**config.mk**
```make
export PLATFORM = sky130hd
export DESIGN_NAME = board_top
export DESIGN_NICKNAME = d
export VERILOG_FILES = /design/src/common/meter_pkg.sv /design/src/mic/i2s_mic_receiver.sv /design/src/hdl/scan_strobe_gen.sv /design/src/hdl/level_tracker.sv /design/src/display/hex_digit_decoder.sv /design/src/display/digit_scanner.sv /design/src/hdl/lab_top.sv /design/src/hdl/board_top.sv
export SDC_FILE = /design/constraint.sdc
export NUM_CORES = 1
export LEC_CHECK = 0
export BUFFER_PORTS_ARGS = -buffer_cell sky130_fd_sc_hd__buf_2
export CORE_ASPECT_RATIO = 1.2
export CORE_MARGIN = 3
export CORE_UTILIZATION = 36
export CTS_CLUSTER_DIAMETER = 80
export DETAILED_ROUTE_END_ITERATION = 10
export GPL_ROUTABILITY_DRIVEN = 0
export REMOVE_ABC_BUFFERS = 1
export SETUP_SLACK_MARGIN = 0.1
export SYNTH_ARGS = -nofsm -noshare
export SYNTH_HDL_FRONTEND = slang
export SYNTH_SLANG_ARGS = --single-unit
```
**constraint.sdc**
```tcl
create_clock -name CLK100MHZ -period 4.79 [get_ports CLK100MHZ]
set_input_delay 0.958 -clock CLK100MHZ [delete_from_list [all_inputs] [get_ports CLK100MHZ]]
set_output_delay 0.958 -clock CLK100MHZ [all_outputs]
set_load 0.005 [all_outputs]
```
**src/common/meter_pkg.sv**
```systemverilog
package meter_pkg;

    // ----------------------------------------
    // sample and level types

    // two's-complement microphone sample, left channel only
    typedef logic [23:0] sample_t;

    // absolute value of a sample, the most negative sample saturates to all ones
    typedef logic [22:0] magnitude_t;

    // one captured sample, valid is a single-cycle strobe
    typedef struct packed {
        logic    valid;
        sample_t sample;
    } sample_beat_t;

    // ----------------------------------------
    // display types

    // eight hex nibbles, digit 0 shows the least significant one
    typedef logic [31:0] display_word_t;

    typedef logic [3:0] nibble_t;

    // active-high pattern ordered a,b,c,d,e,f,g,dp from the MSB
    typedef logic [7:0] segments_t;

    // ----------------------------------------
    // bar graph constants

    localparam int led_count = 16;

    // lit LEDs are the magnitude shifted right by this amount
    localparam int bar_shift = 19;

endpackage

```
**src/mic/i2s_mic_receiver.sv**
```systemverilog
`timescale 1ns/1ps

module i2s_mic_receiver #(
    parameter int clk_mhz = 100
) (
    input  logic                    clk,
    input  logic                    arst_n,
    output logic                    sck,
    output logic                    ws,
    input  logic                    sd,
    output meter_pkg::sample_beat_t beat
);

    // half a bit clock period in clk cycles, about 3 MHz bit clock
    localparam int half_period = clk_mhz / 6;
    localparam int div_w       = $clog2(half_period);
    localparam int sample_bits = $bits(meter_pkg::sample_t);

    typedef enum logic [1:0] {
        st_idle,
        st_left,
        st_skip
    } state_t;

    state_t             state;
    logic [div_w-1:0]   div_cnt;
    logic               half_done;
    logic               sck_rise;
    logic               sck_fall;
    logic [5:0]         bit_cnt;
    logic               frame_end;
    logic               capture;
    logic               last_bit;
    meter_pkg::sample_t shreg;
    logic               valid_q;
    meter_pkg::sample_t sample_q;

    // ----------------------------------------
    // bit clock and slot counting

    assign half_done = div_cnt == div_w'(half_period - 1);
    assign sck_rise  = half_done & ~sck;
    assign sck_fall  = half_done & sck;

    always_ff @(posedge clk or negedge arst_n) begin
        if (!arst_n) begin
            div_cnt <= '0;
            sck     <= 1'b0;
        end else if (half_done) begin
            div_cnt <= '0;
            sck     <= ~sck;
        end else begin
            div_cnt <= div_cnt + 1'b1;
        end
    end

    // slots 0..31 are the left half, word select follows the top bit
    // and so changes on the falling bit clock edge
    always_ff @(posedge clk or negedge arst_n) begin
        if (!arst_n) begin
            bit_cnt <= '1;
        end else if (sck_fall) begin
            bit_cnt <= bit_cnt + 1'b1;
        end
    end

    assign ws        = bit_cnt[5];
    assign frame_end = sck_fall && bit_cnt == 6'd63;

    // ----------------------------------------
    // capture FSM

    // slot 0 is the one-bit delay after ws falls, data sits in slots 1..24
    assign capture  = state == st_left && sck_rise && bit_cnt != 6'd0;
    assign last_bit = capture && bit_cnt == 6'(sample_bits);

    always_ff @(posedge clk or negedge arst_n) begin
        if (!arst_n) begin
            state <= st_idle;
        end else begin
            case (state)
                st_idle, st_skip: begin
                    if (frame_end) begin
                        state <= st_left;
                    end
                end
                st_left: begin
                    if (last_bit) begin
                        state <= st_skip;
                    end
                end
                default: state <= st_idle;
            endcase
        end
    end

    always_ff @(posedge clk) begin
        if (capture) begin
            shreg <= {shreg[sample_bits-2:0], sd};
        end
    end

    always_ff @(posedge clk or negedge arst_n) begin
        if (!arst_n) begin
            valid_q <= 1'b0;
        end else begin
            valid_q <= last_bit;
        end
    end

    always_ff @(posedge clk) begin
        if (last_bit) begin
            sample_q <= {shreg[sample_bits-2:0], sd};
        end
    end

    assign beat = '{valid: valid_q, sample: sample_q};

    // the tracker has no back-pressure, so every sample is a one-cycle strobe
    assert property (@(posedge clk) disable iff (!arst_n) beat.valid |=> !beat.valid);

endmodule

```
**src/hdl/scan_strobe_gen.sv**
```systemverilog
`timescale 1ns/1ps

module scan_strobe_gen #(
    parameter int scan_div = 100000
) (
    input  logic clk,
    input  logic arst_n,
    output logic tick
);

    localparam int cnt_w = $clog2(scan_div);

    logic [cnt_w-1:0] cnt;

    // free-running divider, tick is high for the cycle after each wrap
    always_ff @(posedge clk or negedge arst_n) begin
        if (!arst_n) begin
            cnt  <= '0;
            tick <= 1'b0;
        end else if (cnt == cnt_w'(scan_div - 1)) begin
            cnt  <= '0;
            tick <= 1'b1;
        end else begin
            cnt  <= cnt + 1'b1;
            tick <= 1'b0;
        end
    end

endmodule

```
**src/hdl/level_tracker.sv**
```systemverilog
`timescale 1ns/1ps

module level_tracker (
    input  logic                               clk,
    input  logic                               arst_n,
    input  logic                               clear,
    input  logic                               show_peak,
    input  meter_pkg::sample_beat_t            beat,
    output logic [meter_pkg::led_count-1:0]    led,
    output meter_pkg::display_word_t           word
);

    localparam int mag_bits = $bits(meter_pkg::magnitude_t);
    localparam int len_w    = $clog2(meter_pkg::led_count + 1);

    meter_pkg::sample_t            sample_q;
    meter_pkg::sample_t            sample_d;
    meter_pkg::magnitude_t         peak_q;
    meter_pkg::magnitude_t         peak_d;
    meter_pkg::magnitude_t         mag_new;
    meter_pkg::magnitude_t         mag_cur;
    meter_pkg::magnitude_t         shifted;
    logic [len_w-1:0]              bar_len;
    logic [meter_pkg::led_count-1:0] bar_d;
    meter_pkg::display_word_t      word_d;

    function automatic meter_pkg::magnitude_t abs_sat(input meter_pkg::sample_t s);
        meter_pkg::sample_t neg;
        neg = -s;
        if (!s[mag_bits]) begin
            return s[mag_bits-1:0];
        end
        // negating 0x800000 gives itself back, so clamp it
        if (neg[mag_bits]) begin
            return '1;
        end
        return neg[mag_bits-1:0];
    endfunction

    // ----------------------------------------
    // next sample and peak

    assign mag_new  = abs_sat(beat.sample);
    assign sample_d = beat.valid ? beat.sample : sample_q;
    assign mag_cur  = abs_sat(sample_d);

    // a new sample arriving with clear wins over the zero
    always_comb begin
        peak_d = peak_q;
        if (clear) begin
            peak_d = '0;
        end
        if (beat.valid && (clear || mag_new > peak_q)) begin
            peak_d = mag_new;
        end
    end

    // ----------------------------------------
    // bar graph and display word

    assign shifted = mag_cur >> meter_pkg::bar_shift;

    always_comb begin
        if (shifted > mag_bits'(meter_pkg::led_count)) begin
            bar_len = len_w'(meter_pkg::led_count);
        end else begin
            bar_len = shifted[len_w-1:0];
        end
        for (int i = 0; i < meter_pkg::led_count; i++) begin
            bar_d[i] = i < int'(bar_len);
        end
    end

    assign word_d = show_peak ? meter_pkg::display_word_t'(peak_d)
                              : meter_pkg::display_word_t'(signed'(sample_d));

    always_ff @(posedge clk or negedge arst_n) begin
        if (!arst_n) begin
            sample_q <= '0;
            peak_q   <= '0;
            led      <= '0;
            word     <= '0;
        end else begin
            sample_q <= sample_d;
            peak_q   <= peak_d;
            led      <= bar_d;
            word     <= word_d;
        end
    end

endmodule

```
**src/display/hex_digit_decoder.sv**
```systemverilog
`timescale 1ns/1ps

module hex_digit_decoder (
    input  meter_pkg::nibble_t   value,
    output meter_pkg::segments_t segments
);

    // bits are a,b,c,d,e,f,g,dp with dp kept dark
    always_comb begin
        case (value)
            4'h0: segments = 8'b1111_1100;
            4'h1: segments = 8'b0110_0000;
            4'h2: segments = 8'b1101_1010;
            4'h3: segments = 8'b1111_0010;
            4'h4: segments = 8'b0110_0110;
            4'h5: segments = 8'b1011_0110;
            4'h6: segments = 8'b1011_1110;
            4'h7: segments = 8'b1110_0000;
            4'h8: segments = 8'b1111_1110;
            4'h9: segments = 8'b1111_0110;
            4'ha: segments = 8'b1110_1110;
            // lower case b and d keep them apart from 8 and 0
            4'hb: segments = 8'b0011_1110;
            4'hc: segments = 8'b1001_1100;
            4'hd: segments = 8'b0111_1010;
            4'he: segments = 8'b1001_1110;
            4'hf: segments = 8'b1000_1110;
            default: segments = 8'b0000_0000;
        endcase
    end

endmodule

```
**src/display/digit_scanner.sv**
```systemverilog
`timescale 1ns/1ps

module digit_scanner #(
    parameter int w_digit = 8
) (
    input  logic                               clk,
    input  logic                               arst_n,
    input  logic                               tick,
    input  meter_pkg::segments_t [w_digit-1:0] patterns,
    output meter_pkg::segments_t               abcdefgh,
    output logic [w_digit-1:0]                 digit
);

    localparam int idx_w = $clog2(w_digit);

    logic [idx_w-1:0] index;
    logic [idx_w-1:0] index_d;

    // advance one digit per strobe, wrapping after the last one
    always_comb begin
        index_d = index;
        if (tick) begin
            if (index == idx_w'(w_digit - 1)) begin
                index_d = '0;
            end else begin
                index_d = index + 1'b1;
            end
        end
    end

    always_ff @(posedge clk or negedge arst_n) begin
        if (!arst_n) begin
            index <= '0;
            digit <= w_digit'(1);
        end else begin
            index <= index_d;
            digit <= w_digit'(1) << index_d;
        end
    end

    // the pattern is refreshed every cycle so value changes show without
    // waiting for the next strobe
    always_ff @(posedge clk) begin
        abcdefgh <= patterns[index_d];
    end

    // a second low anode would light two digits with one pattern
    assert property (@(posedge clk) disable iff (!arst_n) $onehot(digit));

endmodule

```
**src/hdl/lab_top.sv**
```systemverilog
`timescale 1ns/1ps

module lab_top #(
    parameter int clk_mhz  = 100,
    parameter int w_digit  = 8,
    parameter int scan_div = 100000
) (
    input  logic                            clk,
    input  logic                            arst_n,
    input  logic                            clear,
    input  logic                            show_peak,
    output logic [meter_pkg::led_count-1:0] led,
    output meter_pkg::segments_t            abcdefgh,
    output logic [w_digit-1:0]              digit,
    output logic                            sck,
    output logic                            ws,
    input  logic                            sd
);

    meter_pkg::sample_beat_t            beat;
    meter_pkg::display_word_t           word;
    meter_pkg::segments_t [w_digit-1:0] patterns;
    logic                               tick;

    // ----------------------------------------
    // capture and level tracking

    i2s_mic_receiver #(
        .clk_mhz (clk_mhz)
    ) i_receiver (
        .clk    (clk),
        .arst_n (arst_n),
        .sck    (sck),
        .ws     (ws),
        .sd     (sd),
        .beat   (beat)
    );

    level_tracker i_tracker (
        .clk       (clk),
        .arst_n    (arst_n),
        .clear     (clear),
        .show_peak (show_peak),
        .beat      (beat),
        .led       (led),
        .word      (word)
    );

    // ----------------------------------------
    // display path

    for (genvar i = 0; i < w_digit; i++) begin : gen_digit
        meter_pkg::nibble_t nibble;

        assign nibble = word[4*i +: 4];

        hex_digit_decoder i_decoder (
            .value    (nibble),
            .segments (patterns[i])
        );
    end

    scan_strobe_gen #(
        .scan_div (scan_div)
    ) i_strobe (
        .clk    (clk),
        .arst_n (arst_n),
        .tick   (tick)
    );

    digit_scanner #(
        .w_digit (w_digit)
    ) i_scanner (
        .clk      (clk),
        .arst_n   (arst_n),
        .tick     (tick),
        .patterns (patterns),
        .abcdefgh (abcdefgh),
        .digit    (digit)
    );

endmodule

```
**src/hdl/board_top.sv**
```systemverilog
`timescale 1ns/1ps

module board_top #(
    parameter int clk_mhz  = 100,
    parameter int w_digit  = 8,
    parameter int scan_div = 100000
) (
    input  logic                            CLK100MHZ,
    input  logic                            arst_n,
    input  logic                            btnc,
    input  logic [15:0]                     sw,
    output logic [meter_pkg::led_count-1:0] led,
    output logic                            ca,
    output logic                            cb,
    output logic                            cc,
    output logic                            cd,
    output logic                            ce,
    output logic                            cf,
    output logic                            cg,
    output logic                            dp,
    output logic [7:0]                      an,
    output logic                            mic_sck,
    output logic                            mic_ws,
    output logic                            mic_lr,
    input  logic                            mic_sd
);

    logic                 clk;
    logic [1:0]           rst_sync;
    logic                 core_arst_n;
    meter_pkg::segments_t abcdefgh;
    logic [w_digit-1:0]   digit;

    assign clk = CLK100MHZ;

    // reset asserts at once and releases two clocks after the pin goes high
    always_ff @(posedge clk or negedge arst_n) begin
        if (!arst_n) begin
            rst_sync <= '0;
        end else begin
            rst_sync <= {rst_sync[0], 1'b1};
        end
    end

    assign core_arst_n = rst_sync[1];

    // ----------------------------------------
    // core

    lab_top #(
        .clk_mhz  (clk_mhz),
        .w_digit  (w_digit),
        .scan_div (scan_div)
    ) i_lab_top (
        .clk       (clk),
        .arst_n    (core_arst_n),
        .clear     (btnc),
        .show_peak (sw[0]),
        .led       (led),
        .abcdefgh  (abcdefgh),
        .digit     (digit),
        .sck       (mic_sck),
        .ws        (mic_ws),
        .sd        (mic_sd)
    );

    // the display pins are active low
    assign {ca, cb, cc, cd, ce, cf, cg, dp} = ~abcdefgh;
    assign an = ~digit;

    // select the left channel slot on the microphone
    assign mic_lr = 1'b0;

endmodule

```
* Word-level counts from Yosys, hierarchy flattened
Memories as Yosys holds them, arrays and structs flattened.
Cells that the tools add are included.
** Cells by class
- Muxes and demuxes :: 27
- Shift operators :: 1
- Add/sub/neg operators :: 6
- Order comparisons :: 19
- Bitwise logic cells :: 5
- Equal/unequal tests :: 9
- Reduce and logical (&&, ||, !) cells :: 10
** Operators with widths (count)
- $mux W23 :: 10
- $neg A24 Y24 :: 2
- $lt A4 B5 Y1 const A :: 8
- $mux W32 :: 1
- $bmux W8 S3 :: 1
- $mux W24 :: 1
- $gt A23 B23 Y1 :: 1
- $lt A3 B5 Y1 const A :: 4
- $add A17 B1 Y17 const B :: 1
- $eq A17 B17 Y1 const B :: 1
- $mux W17 :: 1
- $not A8 Y8 :: 2
- $lt A1 B5 Y1 const A :: 2
- $lt A2 B5 Y1 const A :: 2
- $mux W8 :: 1
- $shl A1 B3 Y8 const A :: 1
- $add A6 B1 Y6 const B :: 1
- $eq A6 B5 Y1 const B :: 1
- $eq A6 B6 Y1 const B :: 1
- $mux W3 :: 2
- $reduce_bool A6 Y1 :: 1
- $gt A4 B5 Y1 const B :: 1
- $logic_and A1 B1 Y1 :: 5
- $mux W1 :: 5
- other kinds (18) :: 21
** Word-level totals
- Logic and storage cells :: 102
- Bits in read-only memories :: 896
- Memories :: 8
- Bits in registers :: 195
- Input bits :: 20
- Output and inout port bits :: 35
** Memory list
- (name not given) :: words 16, width 7, rd ports 1, clocked after memory_dff 0, write ports 0, line hex_digit_decoder.sv:10 : case (value)
- (name not given) :: words 16, width 7, rd ports 1, clocked after memory_dff 0, write ports 0, line hex_digit_decoder.sv:10
- (name not given) :: words 16, width 7, rd ports 1, clocked after memory_dff 0, write ports 0, line hex_digit_decoder.sv:10
- (name not given) :: words 16, width 7, rd ports 1, clocked after memory_dff 0, write ports 0, line hex_digit_decoder.sv:10
- (name not given) :: words 16, width 7, rd ports 1, clocked after memory_dff 0, write ports 0, line hex_digit_decoder.sv:10
- (name not given) :: words 16, width 7, rd ports 1, clocked after memory_dff 0, write ports 0, line hex_digit_decoder.sv:10
- 2 more memories

* Logic depth before layout (Yosys ltp)
Gate-level depths: netlist of run 1.
- Word-level depth :: 10
- Gate-level depth with buffers :: 17
- Gate-level depth less buffers :: 15

* By module
A second synthesis of run 1 with hierarchy kept.
** Unflattened totals
- Cells, all modules :: 1078
- Area total of the unflattened synthesis :: 11596.1 sq um
** By module, submodules not included
- level_tracker :: instances 1, area an instance 4982.3 sq um, sequential area each 2152.1 sq um, cells each 492
- hex_digit_decoder :: instances 8, area an instance 300.3 sq um, sequential area each 0.0 sq um, cells each 35
- i2s_mic_receiver :: instances 1, area an instance 2069.5 sq um, sequential area each 1769.2 sq um, cells each 103
- digit_scanner :: instances 1, area an instance 1198.6 sq um, sequential area each 436.7 sq um, cells each 107
- scan_strobe_gen :: instances 1, area an instance 818.3 sq um, sequential area each 450.4 sq um, cells each 75
- board_top :: instances 1, area an instance 125.1 sq um, sequential area each 50.0 sq um, cells each 21

* Worst setup path after synthesis of run 1
OpenSTA, ideal clock, no wires.
- Path type :: reg-to-reg
- From :: reg i_lab_top.i_receiver.sample_q[15]
- To :: reg i_lab_top.i_tracker.peak_q[11]
- Cell stages (with the launch flop) :: 16
- Period minus slack after synthesis :: 4.141 ns
- Path buffers :: 2
- Setup time :: 0.125 ns
- Required time :: 4.665 ns
- Arrival :: 4.016 ns
- Slack :: 0.649 ns
- Cells stage by stage :: edfxtp_1 or4_1 buf_2 or4_1 nor3_1 a21oi_1 o22ai_1 inv_1 ha_1 nand3_1 nor3_1 a2111oi_1 nand4_2 nand2_2 buf_2 mux2_2
** On the way
- Word-level cells in the longest chain between the ends :: 9
- Elaborated cells on any way between the ends :: 11
- Those cells by class :: add/sub (1); order compare (1); mux (7); reduce/logical (2)
** RTL lines
- start: declaration :: line i2s_mic_receiver.sv:36 : meter_pkg::sample_t sample_q;
- start signal: assignment :: line i2s_mic_receiver.sv:113 : sample_q <= {shreg[sample_bits-2:0], sd};
- $neg A24 Y24 :: line level_tracker.sv:29 : neg = -s;
- $mux W1 (2 in series) :: line level_tracker.sv:34 : if (neg[mag_bits]) begin
- $mux W23 :: line level_tracker.sv:37 : return neg[mag_bits-1:0];
- $mux W23 * :: line level_tracker.sv:34
- $gt A23 B23 Y1 :: line level_tracker.sv:53 : if (beat.valid && (clear || mag_new > peak_q)) begin
- $logic_or A1 B1 Y1 :: line level_tracker.sv:53
- $logic_and A1 B1 Y1 :: line level_tracker.sv:53
- $mux W23 * :: line level_tracker.sv:53
- named net i_lab_top.i_tracker.peak_d[11] :: line level_tracker.sv:19 : meter_pkg::magnitude_t peak_d;
- end signal: assignment :: line level_tracker.sv:85 : peak_q <= peak_d;
- end: declaration :: line level_tracker.sv:18 : meter_pkg::magnitude_t peak_q;
The timed path passes the listed nets; every way through them passes the cells marked *. The select of a mux whose other input is x is not followed.
A chain may end at the register's enable or synchronous reset.

* Final worst setup path of run 1
- From :: reg i_lab_top.i_receiver.sample_q[17]
- To :: reg i_lab_top.i_tracker.word[20]
** On the way
- Word-level cells in the longest chain between the ends :: 10
- Elaborated cells on any way between the ends :: 12
- Those cells by class :: add/sub (1); order compare (1); mux (8); reduce/logical (2)
** RTL lines
- $neg A24 Y24 :: line level_tracker.sv:29
- $mux W1 (2 in series) :: line level_tracker.sv:34
- $mux W23 :: line level_tracker.sv:37
- $mux W23 * :: line level_tracker.sv:34
- $gt A23 B23 Y1 :: line level_tracker.sv:53
- $logic_or A1 B1 Y1 :: line level_tracker.sv:53
- $logic_and A1 B1 Y1 :: line level_tracker.sv:53
- $mux W23 * :: line level_tracker.sv:53
- $mux W32 * :: line level_tracker.sv:74 : assign word_d = show_peak ? meter_pkg::display_word_t'(peak_d)
- named net i_lab_top.i_tracker.word_d[20] :: line level_tracker.sv:25 : meter_pkg::display_word_t word_d;
- end signal: assignment :: line level_tracker.sv:87 : word <= word_d;
- end: declaration :: line level_tracker.sv:10 : output meter_pkg::display_word_t word
Marked as above.

==> results of run 1 <==
## path summary, 6_finish.rpt
path	endpoint	slack, ns	cells past startpoint
min in group CLK100MHZ	rst_sync[1]	0.37	0
hold reg to reg	i_lab_top.i_receiver.div_cnt[2]	0.17	0
setup / recovery	i_lab_top.i_tracker.word[20]	0.48	13
max in group asynchronous	i_lab_top.i_tracker.word[7]	3.73	1
hold / removal	i_lab_top.i_receiver.div_cnt[2]	0.17	0
setup reg to reg	i_lab_top.i_tracker.word[20]	0.48	13
## synth_stat cells, types with 4 or more instances
| cell type | count | area, sq um |
|---|---|---|
| a211oi_1 | 23 | 172.7 |
| a21oi_1 | 34 | 170.2 |
| a221o_1 | 18 | 180.2 |
| a221oi_1 | 8 | 70.07 |
| a22oi_1 | 4 | 30.03 |
| a311oi_1 | 6 | 52.55 |
| a31oi_1 | 8 | 50.05 |
| and2_1 | 4 | 25.02 |
| and3_1 | 4 | 25.02 |
| buf_2 | 6 | 30.03 |
| buf_4 | 4 | 30.03 |
| clkbuf_1 | 35 | 131.4 |
| dfrtp_1 | 124 | 3103 |
| dfstp_2 | 7 | 183.9 |
| dfxtp_1 | 7 | 140.1 |
| edfxtp_1 | 47 | 1411 |
| ha_1 | 72 | 900.9 |
| inv_1 | 84 | 315.3 |
| mux2_2 | 38 | 427.9 |
| mux2i_1 | 8 | 80.08 |
| mux4_2 | 5 | 112.6 |
| nand2_1 | 76 | 285.3 |
| nand2b_1 | 10 | 62.56 |
| nand3_1 | 28 | 140.1 |
| nand3b_1 | 10 | 75.07 |
| nand4_1 | 13 | 81.33 |
| nor2_1 | 68 | 255.2 |
| nor2b_1 | 11 | 68.82 |
| nor3_1 | 24 | 120.1 |
| nor4_1 | 9 | 56.30 |
| o211ai_1 | 15 | 112.6 |
| o21ai_0 | 51 | 255.2 |
| o21ai_2 | 7 | 61.31 |
| o22ai_1 | 8 | 50.05 |
| o2bb2ai_1 | 4 | 35.03 |
| o311ai_0 | 4 | 35.03 |
| o31ai_1 | 13 | 97.59 |
| or3_1 | 5 | 31.28 |
| or4_1 | 6 | 45.04 |
| xnor2_1 | 14 | 122.6 |
| xor2_1 | 13 | 113.9 |
## logic make-up after synthesis
| logic type | Yosys count | synth area share (%) |
|---|---|---|
| flip-flops | 185 | 47.28 |
| other | 2 | 0.07339 |
| XOR/XNOR | 27 | 2.311 |
| multiplexers | 51 | 6.064 |
| AND/OR/NAND/NOR | 286 | 14.35 |
| adder cells (fa/ha/maj) | 72 | 8.803 |
| AO/OA/AOI/OAI | 232 | 15.87 |
| buffers and inverters | 135 | 5.245 |
## per-stage QoR
| stage | cells | utilization, % | area (sq um) | total power (uW) |
|---|---|---|---|---|
| after floorplan | 943 | - | 10030 | 1678 |
| after global placement | 1386 | 39.03 | 10930 | 1704 |
| after detailed placement | 1386 | 39.03 | 10930 | 1704 |
| after CTS | 1418 | 41.34 | 11570 | 3209 |
| after global routing | 1419 | 41.45 | 11610 | 3281 |
| final | 1419 | 41.45 | 11610 | 3163 |
## per-layer routing
layer / vias to the layer above / GRT usage [%] / wire (um)
met3: 33 / 2.107 / 495
met1: 3502 / 18.87 / 9820
li1: 3662 / - / -
met2: 101 / 25.17 / 10730
met5: - / 0 / 0
met4: 0 / 6.010 / 566
## cell type report
cell class                      count  area share, %
Clock inverter                     14          1.693
Inverter                           86          2.781
Tap cell                          379          4.086
Multi-Input combinational cell    672          42.09
Clock buffer                       18          3.881
Sequential cell                   185          41.72
Timing Repair Buffer               65          3.752
## sequential cells by signal, summed over array words and instances, names as in the netlist
signal,cells
i_lab_top.i_receiver.sample_q,24
i_lab_top.i_tracker.sample_q,24
i_lab_top.i_tracker.word,24
i_lab_top.i_receiver.shreg,23
i_lab_top.i_tracker.peak_q,23
i_lab_top.i_strobe.cnt,17
i_lab_top.i_tracker.led,15
i_lab_top.i_scanner.digit,8
i_lab_top.i_scanner.abcdefgh,7
i_lab_top.i_receiver.bit_cnt,6
i_lab_top.i_receiver.div_cnt,4
i_lab_top.i_scanner.index,3
i_lab_top.i_receiver.state,2
rst_sync,2
i_lab_top.i_receiver.sck,1
i_lab_top.i_receiver.valid_q,1
i_lab_top.i_strobe.tick,1
## placed cells by master (no fill, tap or decap), drive strengths merged, types with 7 or more instances in the layout
cell      n
ha       72
nand4    15
nand2b   10
mux2i     8
xnor2    14
mux2     38
edfxtp   47
a221o    18
o31ai    13
nor4     13
clkbuf   18
o21ai    60
a221oi    8
dfstp     7
nor2     69
nor2b    11
buf      65
clkinv    9
nand2    77
a31oi     8
a211oi   23
dfxtp     7
o22ai     8
inv      90
o211ai   15
nand3    28
nand3b   10
dfrtp   124
xor2     13
nor3     26
a21oi    35
## power breakdown
group,internal (uW),total [uW],switching [uW]
logic,12.9,53.7,40.8
clock network,793,1490,702
registers,1610,1620,3.38
total,2420,3160,746
## repair_timing
action	CTS	global route
setup endpoints to repair	0	40
hold buffers	0	0
setup buffers	0	1
resized for setup	0	2
==> metrics.yaml, run 1 <==
status: "complete, no violations"
clock_latency_ns: 0.44
wire_per_inst_um: 15.23
slew_violations: 0
grt_pass1_vias: 7220
fin_ws_ns: 0.4819
synthFlopType: "dfrtp_1"
r2r-start: "i_lab_top.i_receiver.sample_q[17]"
crit_top_cell: "o21ai_0"
synth_edf_count: 47
seq_area_sq_mm: 0.004842
p_leak_uw: 0.004908
crit_path_end_kind: "flip-flop"
path_cells: "or4_1 -> or3_4 -> nor2_4 -> o21ai_0 -> o21ai_2 -> ha_1 -> a21oi_1 -> o21ai_0 -> a2111oi_2 -> and4_1 -> nor3_4 -> buf_12 -> a221o_1"
grtUsageTotal_pct: 14.74
ys_ff_latch: 185
cp-start-kind: "flip-flop"
cts_buffers: 17
dp_hpwl_um: 15780
dieArea_sq_mm: 0.03049
postRouteAntennaNets: 0
vdd_drop_max_mv: 0.1834
core_sq_mm: 0.02800
worstPathArrival_ns: 4.62
multi_input_comb_area_sq_mm: 0.004885
ys_types: 75
overflow: 0
critPathBufInv: 1
portBuffers: 36
yosysSeqAreaShare_pct: 47.28
avgSynthCellArea_sq_um: 10.34
critical_path.max_stage_delay_ns: 0.65
async_flop_share_pct: 70.81
n_fill_cell: 2718
path_class: "reg -> reg"
h-tree-depth: 4
setup_viol: 0
required_ns: 5.10
critical_path.top_delay_family: "simple AND/OR/NAND/NOR gates"
area_growth_pct: 13.41
hold_class: "reg -> async"
tns_ns: 0
cp_max_fo: 15
place_ws_ns: 0.3101
critPathSlowestCell: "or4_1"
grt_pass1_wl_um: 36650
grt_max_degree: 117
row_count: 67
cts_buffer_depth: 2
period_share_pct: 89.94
totalWireLength_um: 21610
max_slew_margin_pct: 30.39
antennaDiodeCount: 0
drt_iter0_markers: 327
cp-startpoint: "i_lab_top.i_receiver.sample_q[17]"
whs_ns: 0.1683
fin_crit_ns: 4.308
fin_skew_ns: 0.01585
hold_viol: 0
layout-drive-gt1-share_pct: 16.92
start_util_pct: 36.55
clk_pin_slew_ns: 0.08
tightest_slew_ns: 1.043
firstDrtPassIters: 5
nNetsFinal: 1119
rsz0062_at_grt: "no"
vias_per_cell: 5.143
die_w_um: 159.9
synth_cells: 990
drc_errors: 0
ys_warn_count: 0
fp.dieH_um: 190.7
pin_count: 55
clkSinkCount: 185
netlist_area_sq_mm: 0.01023
cellPowerDensity_mw_per_mm2: 272.6
max_freq_mhz: 232.1
cts-root-buf: "clkbuf_16"
vias: 7298
cts_tree: "done"
max_cap_viol_count: 0
antenna_found_initial: 0
Power figures use the tool's default switching activity.
==> run 2, diff against run 1 <==
- BUFFER_PORTS_ARGS: -buffer_cell sky130_fd_sc_hd__buf_2 -> not set
- DONT_BUFFER_PORTS: not set -> 1
==> run 2 against run 1 <==
Final cell count fell by 2.7%. Sequential share of layout area is 0.92 points higher. Clock skew down 0.0048 ns. Clock power decreased by 7%. Critical endpoint is now i_lab_top.i_tracker.word[18]. Hold slack improved by 0.034 ns. Die area unchanged. Flip-flop and latch count unchanged. Via count down 1.0%. Critical path depth is the same. Count of clock-buffer cells in the layout decreased by 1. Total power shrank 3.4%. First-iteration DRC count rose by 6.1%.
==> metrics.yaml, run 2 (synthesis gave the netlist of run 1 again) <==
area_growth_pct: 10.95
drt_iter0_markers: 347  # +6.1%
switching_share_pct: 23.77  # +0.18 points
tns_ns: 0  # unchanged
grt_pass1_vias: 7058  # -2.2%
final_cell_mix: "dfrtp_1, inv_1, nand2_1"
cts_buffer_depth: 2  # unchanged
critPathSlowestCell: "nor4_4"
crit_top_cell: "o31ai_1"
required_ns: 5.09  # about the same
status: "complete, no violations"
cp-start-kind: "flip-flop"
clkSinkCount: 185  # unchanged
grtUsageTotal_pct: 14.25  # -0.49 points
setup_viol: 0  # unchanged
cellPowerDensity_mw_per_mm2: 269.0  # -1.3%
cp_max_fo: 15  # unchanged
critical_path.max_stage_delay_ns: 0.53  # -0.12 ns
hold_class: "in -> async"
worstPathArrival_ns: 4.68  # +0.06 ns
antenna_found_initial: 0  # unchanged
period_share_pct: 91.42  # +1.5 points
crit_path_end_kind: "flip-flop"
sequentialPowerShare_pct: 53.0  # +1.9 points
nNetsFinal: 1081  # -3.4%
cts_tree: "done"
vias_per_cell: 5.231  # +1.7%
core_sq_mm: 0.02800  # unchanged
clkPwrFrac_pct: 45.6  # -1.6 points
fin_skew_ns: 0.01100  # -0.004850 ns
tightest_slew_ns: 1.066  # +0.02258 ns
cell_internal_pwr_uw: 2328  # -3.7%
cts-root-buf: "clkbuf_16"
fin_crit_ns: 4.379  # +0.07107 ns
die_w_um: 159.9  # unchanged
stdcell_area_sq_mm: 0.01135  # -2.2%
rsz0062_at_grt: "no"
row_count: 67  # unchanged
fp.dieH_um: 190.7  # unchanged
pin_count: 55  # unchanged
h-tree-depth: 4  # unchanged
finalPower_uw: 3054  # -3.4%
max_slew_margin_pct: 28.89  # -1.5 points
firstDrtPassIters: 5  # unchanged
cts_buffers: 17  # unchanged
layout-drive-gt1-share_pct: 13.77  # -3.2 points
antennaDiodeCount: 0  # unchanged
vdd_drop_max_mv: 0.1633  # -11%
dp_hpwl_um: 15730  # -0.33%
vias: 7224  # -1.0%
p_sw_uw: 725.9  # -2.7%
grt_max_degree: 56  # -52%
max_cap_viol_count: 0  # unchanged
start_util_pct: 36.55  # unchanged
clock_latency_ns: 0.43  # about the same
path_cells: "nor4_4 -> nand4_1 -> buf_4 -> o31ai_1 -> mux2_2 -> ha_1 -> a211oi_1 -> nor2_1 -> o31ai_1 -> and4_1 -> nor3_4 -> buf_12 -> a221o_1"
reg_top3: "i_lab_top.i_receiver.sample_q (24), i_lab_top.i_tracker.sample_q (24), i_lab_top.i_tracker.word (24)"
postRouteAntennaNets: 0  # unchanged
path_class: "reg -> reg"
overflow: 0  # unchanged
grt_pass1_wl_um: 35540  # -3.0%
wire_per_inst_um: 15.62  # +2.6%
dpl-instance-area_sq_mm: 0.01071  # -2.0%
utilization_pct: 40.55  # -0.90 points
drc_errors: 0  # unchanged
portBuffers: 0  # -100%
max_freq_mhz: 228.4  # -1.6%
clk_pin_slew_ns: 0.08  # about the same
hold_viol: 0  # unchanged
p_comb_share_pct: 1.4  # -0.3 points
dieArea_sq_mm: 0.03049  # unchanged
final_common_cell: "dfrtp_1"
p_leak_uw: 0.004707  # -4.1%
totalWireLength_um: 21580  # -0.15%
slew_violations: 0  # unchanged
run 2: timing repair:
| action | in CTS | in global routing |
|---|---|---|
| hold buffers | 0 | 0 |
| setup endpoints to repair | 0 | 35 |
| resized for setup | 0 | 4 |
| buffers inserted | 0 | 1 |
run 2: path summary, 6_finish.rpt:
check	start	end	slack (ns)	cells after the start
setup reg to reg	i_lab_top.i_receiver.sample_q[10]	i_lab_top.i_tracker.word[18]	0.41	13
min in group CLK100MHZ	rst_sync[0]	rst_sync[1]	0.37	0
hold reg to reg	rst_sync[1]	i_lab_top.i_tracker.led[3]	0.25	0
max in group asynchronous	rst_sync[1]	i_lab_top.i_tracker.word[7]	3.46	1
hold / removal	arst_n	rst_sync[0]	0.20	0
setup / recovery	i_lab_top.i_receiver.sample_q[10]	i_lab_top.i_tracker.word[18]	0.41	13
run 2: metrics by stage:
stage	setup WS, ns	cells	hold WS, ns
2_1_floorplan	0.5936	943	0.3312
3_3_place_gp	0.2333	1348	0.2616
3_5_place_dp	0.2516	1348	0.2702
4_1_cts	0.1670	1380	0.1751
5_1_grt	0.1350	1381	0.1749
6_report	0.4108	1381	0.2024
run 2: area by class of cell:
class	instances	area (sq um)
Multi-Input combinational cell	672	4897
Inverter	86	322.8
Fill cell	2695	16640
Timing Repair Buffer	27	215.2
Tap cell	379	474.2
Sequential cell	185	4842
Clock inverter	15	177.7
Clock buffer	17	425.4
run 2: power by group through the flow:
stage          Clock, uW  Combinational, uW  Sequential [uW]
2_1_floorplan          0               17.3             1660
3_3_place_gp           0               44.4             1650
3_5_place_dp           0               44.9             1650
4_1_cts             1440               45.0             1620
5_1_grt             1500               49.1             1620
6_report            1390               44.0             1620
run 2: worst max-delay path: cells and delay by family, from the launching register on:
kind	cells	cell delay (ns)
buffers and inverters	2	0.43
flip-flops	1	0.50
AO/OA/AOI/OAI	4	1.19
multiplexers	1	0.41
adder cells (fa/ha/maj)	1	0.31
AND/OR/NAND/NOR	5	1.41
run 2: metal layers:
metal / up-vias / wire length (um) / share of wire (%) / global-route usage (%)
li1: 3597 / - / - / -
met2: 102 / 10820 / 50 / 24.73
met5: - / 0 / 0 / 0
met4: 0 / 395 / 1.8 / 4.674
met3: 28 / 569 / 2.6 / 2.477
met1: 3497 / 9794 / 45 / 18.11
==> run 3, diff against run 2 <==
- CORE_ASPECT_RATIO: 1.2 -> 1.75
- SKIP_LAST_GASP: not set -> 1
- clock period: 4.79 -> 5.4 ns (I/O delays scaled with it)
==> run 3 against run 2 <==
Hold slack gained 0.12 ns. Via count is 0.24% higher. Clock skew increased by 0.0041 ns. Combinational power down 28%. Wire length rose by 3.3%. Total power decreased by 13%. First-iteration DRC count increased by 12%. Final area shrank 1.1%. Largest cell class unchanged. Worst setup slack improved by 0.38 ns.
==> metrics.yaml, run 3 (synthesis gave the netlist of run 1 again) <==
pin_count: 55  # unchanged
max_cap_viol_count: 0  # unchanged
vdd_drop_max_mv: 0.2327  # +43%
core_sq_mm: 0.02797  # about the same
grt_pass1_vias: 7231  # +2.5%
hold_viol: 0  # unchanged
vias_per_cell: 5.289  # +1.1%
dieArea_sq_mm: 0.03057  # +0.23%
cp_max_fo: 15  # unchanged
totalWireLength_um: 22290  # +3.3%
cts_buffers: 17  # unchanged
critical_path.max_stage_delay_ns: 0.68  # +0.15 ns
setup_viol: 0  # unchanged
grt_pass1_wl_um: 36980  # +4.0%
status: "complete, no violations"
cts_setup_buffers: 0  # unchanged
tns_ns: 0  # unchanged
overflow: 0  # unchanged
drt_iter0_markers: 388  # +12%
postRouteAntennaNets: 0  # unchanged
clk_pin_slew_ns: 0.08  # about the same
firstDrtPassIters: 4  # -1
tightest_slew_ns: 1.077  # +0.01174 ns
cts_buffer_depth: 2  # unchanged
antenna_found_initial: 0  # unchanged
drc_errors: 0  # unchanged
r2r_setup_slack_ns: 0.79  # +0.38 ns
max_freq_mhz: 216.8  # -5.1%
dpl-instance-area_sq_mm: 0.01068  # -0.30%
required_ns: 5.72  # +0.63 ns
n_fill_cell: 2799  # +3.9%
max_slew_margin_pct: 28.10  # -0.78 points
final_cell_mix: "dfrtp_1, inv_1, nand2_1"
fin_crit_ns: 4.613  # +0.2341 ns
hold_class: "in -> async"
cts-root-buf: "clkbuf_16"
p_leak_uw: 0.004659  # -1.0%
die_w_um: 133.5  # -17%
post_cts.resized_instances: 0  # unchanged
grtUsageTotal_pct: 15.14  # +0.89 points
wire_per_inst_um: 16.28  # +4.2%
antennaDiodeCount: 0  # unchanged
critPathSlowestCell: "or4_1"
r2r-end: "i_lab_top.i_tracker.word[20]"
path_class: "reg -> reg"
clkSinkCount: 185  # unchanged
path_cells: "or4_1 -> or4_1 -> nor3_1 -> a21oi_1 -> o22ai_1 -> inv_1 -> ha_1 -> nand3_1 -> nor4_2 -> o311ai_0 -> nand4_2 -> buf_4 -> a21oi_1 -> buf_4 -> a221o_1"
worstPathArrival_ns: 4.93  # +0.25 ns
rsz0062_at_grt: "no"
crit_path_end_kind: "flip-flop"
r2r-start: "i_lab_top.i_receiver.sample_q[17]"
slew_violations: 0  # unchanged
fin_skew_ns: 0.01513  # +0.004128 ns
stdcell_area_sq_mm: 0.01123  # -1.1%
final_common_cell: "dfrtp_1"
worstRegToRegCells: 15  # +2
cts_hold_buf: 0  # unchanged
nNetsFinal: 1075  # -0.56%
vias: 7241  # +0.24%
portBuffers: 0  # unchanged
fp.dieH_um: 229.0  # +20%
row_count: 81  # +21%
cts_tree: "done"
area_growth_pct: 9.745
layout-drive-gt1-share_pct: 12.95  # -0.82 points
cp-start-kind: "flip-flop"
start_util_pct: 36.59  # about the same
cellPowerDensity_mw_per_mm2: 237.2  # -12%
dp_hpwl_um: 16750  # +6.5%
period_share_pct: 85.43  # -6.0 points
clock_latency_ns: 0.45  # +0.02 ns
grt_max_degree: 80  # +43%
h-tree-depth: 4  # unchanged
reg_top3: "i_lab_top.i_receiver.sample_q (24), i_lab_top.i_tracker.sample_q (24), i_lab_top.i_tracker.word (24)"
-- run 3: cell types whose count changed in the layout (fill, tap and decap cells not counted), sizes merged --
cell	change
buf	-6
clkinv	-4
clkinvlp	+1
inv	+3
-- run 3: how the worst max path moves through the flow --
stage	start	to	slack, ns	cells past startpoint
finish	i_lab_top.i_receiver.sample_q[17]	i_lab_top.i_tracker.word[20]	0.79	15
global route	i_lab_top.i_receiver.sample_q[17]	i_lab_top.i_tracker.word[6]	0.47	15
CTS	i_lab_top.i_receiver.sample_q[17]	i_lab_top.i_tracker.word[20]	0.79	15
detailed placement	i_lab_top.i_receiver.sample_q[17]	i_lab_top.i_tracker.word[20]	0.82	15
global placement	i_lab_top.i_receiver.sample_q[17]	i_lab_top.i_tracker.word[6]	0.86	13
floorplan	i_lab_top.i_receiver.sample_q[15]	i_lab_top.i_tracker.peak_q[10]	1.20	13
-- run 3: layer usage --
| layer | vias up | global-route usage (%) | wire [um] |
|---|---|---|---|
| met5 | - | 0 | 0 |
| met4 | 0 | 7.851 | 927 |
| met3 | 44 | 2.681 | 554 |
| met2 | 118 | 28.74 | 12420 |
| met1 | 3516 | 15.59 | 8392 |
| li1 | 3563 | - | - |
-- run 3: cell type report --
cell class	instances	area, sq um	share of cell area, %
flip-flops and latches	185	4842	43.11
clock inverters	15	130.1	1.159
inverters	86	322.8	2.874
multi-input cells	672	4873	43.39
well taps	373	466.7	4.156
clock buffers	17	425.4	3.788
repair buffers	21	170.2	1.515
-- run 3: critical path: cells and delay by family, from the launching register on --
kind / cells / cell delay [ns]
flops: 1 / 0.48
buf+inv: 3 / 0.49
fa+ha+maj: 1 / 0.29
simple gates: 6 / 2.11
compound gates: 5 / 1.11
-- run 3: per-stage QoR --
step	util (%)	cells	worst slack, ns	total power, uW	hold slack, ns
after global placement	38.16	1337	0.8577	1503	0.3380
after detailed placement	38.16	1337	0.8245	1504	0.3387
after floorplan	-	943	1.204	1488	0.3312
after CTS	40.15	1369	0.7919	2712	0.2846
final	40.15	1369	0.7868	2664	0.3226
after global routing	40.15	1369	0.4655	2769	0.2868
-- run 3: report_power, final --
part / internal, uW / switching [uW] / total (uW)
clock: 607 / 583 / 1190
sequential: 1430 / 12.2 / 1440
combinational: 8.53 / 22.9 / 31.5
